<file path="src/verilog/lsu_pkg.sv">
`default_nettype none

package lsu_pkg;

    localparam int NUM_PORTS   = 2;
    localparam int PORT_IDX_W  = 1;                 // clog2 of NUM_PORTS
    localparam int XLEN        = 32;
    localparam int BE_W        = XLEN / 8;          // one enable per byte lane
    localparam int MEM_WORDS   = 256;
    localparam int WORD_ADDR_W = 8;

    // memory stage operations, loads first then stores
    typedef enum logic [2:0] {
        LDB  = 3'd0,
        LDH  = 3'd1,
        LDW  = 3'd2,
        LDBU = 3'd3,
        LDHU = 3'd4,
        STB  = 3'd5,
        STH  = 3'd6,
        STW  = 3'd7
    } lsu_op_t;

    // command from the execute stage
    typedef struct packed {
        logic [XLEN-1:0] base;                      // base register value
        logic [XLEN-1:0] imm;                       // address offset
        logic [XLEN-1:0] data;                      // store source, unused by loads
        lsu_op_t         op;
    } lsu_cmd_t;

    // port to memory
    typedef struct packed {
        logic                   valid;              // held until accept
        logic                   write;              // 1 store, 0 load
        logic [WORD_ADDR_W-1:0] waddr;              // word address
        logic [BE_W-1:0]        be;
        logic [XLEN-1:0]        wdata;              // already lane aligned
    } mem_req_t;

    // memory to port
    typedef struct packed {
        logic            accept;                    // request taken this cycle
        logic            data_valid;                // read data back or write done
        logic [XLEN-1:0] rdata;
    } mem_rsp_t;

endpackage

`default_nettype wire

</file>
<file path="src/verilog/dmem_arbiter.sv">
`timescale 1ns/1ps
`default_nettype none

module dmem_arbiter
    import lsu_pkg::*;
(
    input  logic            clk,
    input  logic            rstn,
    input  mem_req_t        port_req [NUM_PORTS],
    input  logic            sram_data_valid,
    input  logic [XLEN-1:0] sram_rdata,
    output mem_rsp_t        port_rsp [NUM_PORTS],
    output mem_req_t        sram_req
);

    logic [PORT_IDX_W-1:0] rr_ptr;                  // port with top priority
    logic [PORT_IDX_W-1:0] cand;
    logic [PORT_IDX_W-1:0] gnt_idx;
    logic [PORT_IDX_W-1:0] gnt_q;                   // owner of the next return
    logic                  gnt_any;
    logic                  contend;

    // first valid request at or after the pointer wins
    always_comb begin
        gnt_any = 1'b0;
        gnt_idx = rr_ptr;
        contend = 1'b0;
        cand    = '0;
        for (int k = 0; k < NUM_PORTS; k++) begin
            cand = PORT_IDX_W'((int'(rr_ptr) + k) % NUM_PORTS);
            if (port_req[cand].valid) begin
                if (gnt_any) begin
                    contend = 1'b1;                 // someone else is waiting
                end else begin
                    gnt_any = 1'b1;
                    gnt_idx = cand;
                end
            end
        end
    end

    always_comb begin
        sram_req       = port_req[gnt_idx];
        sram_req.valid = gnt_any;
    end

    // priority rotates only when a request lost, so simultaneous
    // rounds alternate between the ports
    always_ff @(posedge clk) begin
        if (!rstn) begin
            rr_ptr <= '0;
            gnt_q  <= '0;
        end else if (gnt_any) begin
            gnt_q <= gnt_idx;
            if (contend) begin
                rr_ptr <= PORT_IDX_W'((int'(gnt_idx) + 1) % NUM_PORTS);
            end
        end
    end

    always_comb begin
        for (int i = 0; i < NUM_PORTS; i++) begin
            port_rsp[i].accept     = gnt_any && (gnt_idx == PORT_IDX_W'(i));
            port_rsp[i].data_valid = sram_data_valid && (gnt_q == PORT_IDX_W'(i));
            port_rsp[i].rdata      = sram_rdata;
        end
    end

endmodule

`default_nettype wire

</file>
<file path="config.mk">
export PLATFORM = sky130hd
export DESIGN_NAME = dmem_arbiter
export DESIGN_NICKNAME = d
export VERILOG_FILES = /design/src/verilog/lsu_pkg.sv /design/src/verilog/dmem_arbiter.sv
export SDC_FILE = /design/constraint.sdc
export NUM_CORES = 1
export LEC_CHECK = 0
export ABC_CLOCK_PERIOD_IN_PS = 1200
export BUFFER_PORTS_ARGS = -buffer_cell sky130_fd_sc_hd__buf_2
export CAP_MARGIN = 20
export CORE_AREA = 2 2 94 96
export DETAILED_ROUTE_END_ITERATION = 6
export DIE_AREA = 0 0 96 98
export PLACE_DENSITY_LB_ADDON = 0.15
export SETUP_SLACK_MARGIN = 0.1
export SLEW_MARGIN = 10
export SYNTH_ARGS = -nofsm -noshare
export SYNTH_HDL_FRONTEND = slang
export SYNTH_SLANG_ARGS = --single-unit
</file>
<file path="constraint.sdc">
create_clock -name clk -period 1.2 [get_ports clk]
set_input_delay 0.06 -clock clk [delete_from_list [all_inputs] [get_ports clk]]
set_output_delay 0.06 -clock clk [all_outputs]
set_load 0.01 [all_outputs]
</file>
# After elaboration in Yosys (flattened, before gate mapping)
# Index checks and enable logic that the tools add are counted.
# classes
n_bitwise	5
muxes	15
n_addsub	2
n_reduce_logical	5
n_lt_le_gt_ge	3
# ops
op	count
$mux 46	6
$mux 45	3
$ge 2x2->1 const B	3
$mux 1	6
$not 1->2	3
$logic_and 1x1->1	4
$add 1x1->1 const B	2
$not 1->1	2
$reduce_and 2->1	1
# word_totals
inputBits	127
regBits	2
out_inout_bits	114
elab_cells	32

# Longest topological paths before layout
# logic_depth
depth_word	11
ltp_mapped	5
ltp_nobuf	3

# Worst setup path after synthesis
# Ideal clock, no wire load.
# synth_path
kind	register to output
from	reg rr_ptr
to	out sram_req[0] (netlist bit)
path_stages_with_launch	6
arrival_time_ns	1.303
path_buffers	2
required_time_ns	1.140
setup_slack_ns	-0.163
path_cell_list	dfxtp_1 inv_1 maj3_2 buf_6 buf_12 mux2_4
# synth_lines
item	line_no	text
start, declared	dmem_arbiter.sv:16	logic [PORT_IDX_W-1:0] rr_ptr;
start signal, assigned	dmem_arbiter.sv:56	rr_ptr <= PORT_IDX_W'((int'(gnt_idx) + 1) % NUM_PORTS);
end, declared	dmem_arbiter.sv:13	output mem_req_t sram_req

==> results.toml <==
[timing]
finalHoldViolations = 0
worst-slew-pin-transition_ns = 0.182
slew_headroom = 0.878
min_period_ns = 1.62
slew_violations = 0
rsz0062_at_grt = "true"
setup_slack_ns = -0.421
finalSetupViolCount = 45
setup_tns_ns = -18.22
fin_crit_sh = 1.35
fmax_mhz = 617
finClkSkew_ns = 0.00414

[logic_synthesis]
yosysTopAreaCell = "mux2_4"
seq_area_frac_synth = 0.0294
synth_edf_count = 0
yosys.area.top_type_share = 0.441
ys_warn_count = 0
ys_types = 17
async_flop_share = 0
ys_seq_elements = 2
synthFlopType = "dfxtp_1"
syn_avg_cell_area_um2 = 10.3
synth_nets = 259
synthesis.area_mm2 = 0.00136
synthTopCellsByArea = "mux2_4 44%, buf_4 36%, buf_12 5.9%, mux2_2 4.1%, dfxtp_1 2.9%"
synth_most_common_cell = "buf_4"
syn_inst = 132
synth_commonest_cells = "65 x buf_4, 40 x mux2_4, 5 x mux2_2"

[die]
die_x_um = 96
row_count = 34
die-area_mm2 = 0.00941
die_y_um = 98
pin_count = 241
coreArea_mm2 = 0.00847
initial_utilization = 0.161

[power_and_ir_drop]
switching_share = 0.306
peakVddDrop_mv = 0.484
switchingPower_w = 0.000403
power.density_mw_per_mm2 = 663
p_seq_frac = 0.058
p_comb_frac = 0.739
p_int_w = 0.000915
power_leakage_nw = 1.13
pwr-share-clk = 0.203

[global_route]
grt_pass1_wl_um = 6200
grt_max_degree = 26
antenna_found_initial = 0
grt_usage = 0.0876
grt_pass1_vias = 1101
overflow = 0

[cells_and_area]
synthToLayoutAreaGrowth_pct = 45.9
antenna_cells = 0
drive_gt1_frac = 0.944
nNetsFinal = 343

[clock_network]
clockBufferDepth = 2
cts_tree = "yes"
cts_sinks = 2
htreeDepth = 1
cts_setup_buffers = 0
cts_buffers = 3
clk_latency_ns = 0.21
path_clk_slew_ns = 0.03
cts-root-buf = "clkbuf_8"

[run_status]
failed_checks = "negative setup slack"
outcome = "complete, but fails checks"

[placement]
dp_hpwl_um = 4180
pre_cts_ws_ns = -0.218
gp_congestion = 0.774
port-buffer-count = 144

[drt]
avgRoutedWirePerCell_um = 14.9
vias_per_cell = 3.61
drtIter0Drc = 5
firstDrtPassIters = 2
antenna_left = 0
vias = 1161
drc_errors = 0
finalWirelength_um = 4800

[worst_setup_path]
worst-path-max-fanout = 25
crit_buf_inv = 3
path_cells = "inv_2, maj3_2, buf_12, mux2_4, buf_6"
crit_cells = 5
rr_worst_depth = 4
cp-start-kind = "flip-flop"
endpoint_kind = "primary output"
cp.required_ns = 1.14
critical_path_class = "reg2out"
cp.arrival_ns = 1.56
critPathSlowestCell = "maj3_2"
critPathTopFamily = "buffers and inverters"
cp_slowest_stage_delay_ns = 0.34

[hold_path]
hold_path.class = "in2reg"
hold_depth = 2

[job]
drv_cap = 0
==> layout by cell type, fill, tap and decap left out, drive strengths merged <==
master    n
dfxtp     2
and2      4
inv       2
mux2     45
nand2     2
a21oi     1
maj3      1
o21ai     1
nor2      1
or2       1
clkbuf    3
xnor2     1
nor2b     1
buf     149
==> routing by layer <==
layer,up-vias,wire [um],global-route usage,share of wire
li1,537,-,-,-
met1,479,1120,0.0536,0.23
met2,125,2660,0.188,0.55
met3,20,889,0.0471,0.19
met4,0,123,0.0374,0.026
met5,-,0,0,0
==> power groups by stage <==
stage | registers, W | clock network (W) | logic [W]
after global placement | 0.0000775 | 0 | 0.000815
after floorplan | 0.0000776 | 0 | 0.000724
after global routing | 0.0000767 | 0.000286 | 0.00104
after detailed placement | 0.0000773 | 0 | 0.000807
final | 0.0000765 | 0.000267 | 0.000973
after CTS | 0.0000765 | 0.000274 | 0.000982
==> metrics by stage <==
step                      hold WS (ns)   util  cells  power, W  instance area, um^2
final                           0.0649  0.235    322   0.00132                 1990
after global routing            0.0737  0.235    322   0.00140                 1990
after CTS                       0.0638  0.235    322   0.00133                 1990
after detailed placement         0.120  0.201    319  0.000884                 1700
after global placement           0.120  0.201    319  0.000893                 1700
after floorplan                  0.182      -    132  0.000802                 1370
==> registers in the layout, indices dropped and copies added, names as in the netlist <==
signal  cells
gnt_q       1
rr_ptr      1
==> path summary, 6_finish.rpt <==
| path | start | to | slack [ns] |
|---|---|---|---|
| worst min-delay path | rstn | rr_ptr | 0.06 |
| worst max-delay path | rr_ptr | sram_req[7] | -0.42 |
| worst min register to register | rr_ptr | rr_ptr | 0.67 |
| worst max register to register | rr_ptr | gnt_q | 0.37 |
==> layout make-up <==
cell class,instances,area [um^2]
fill,920,6480
timing repair buffer,149,1030
multi-input combinational,58,736
tap,108,135
sequential,2,41.3
clock buffer,3,41.3
inverter,2,7.51
==> logic make-up after synthesis <==
logic type / synth area share
simple gates: 0.0358
buf+inv: 0.431
mux: 0.482
flops: 0.0294
compound gates: 0.00734
fa+ha+maj: 0.00826
xor+xnor: 0.00643
==> repair_timing <==
item / CTS / global route
pin swaps: 0 / 0
resized for setup: 39 / 0
setup endpoints to repair: 45 / 45
hold buffers: 0 / 0
Power figures use the tool's default switching activity.
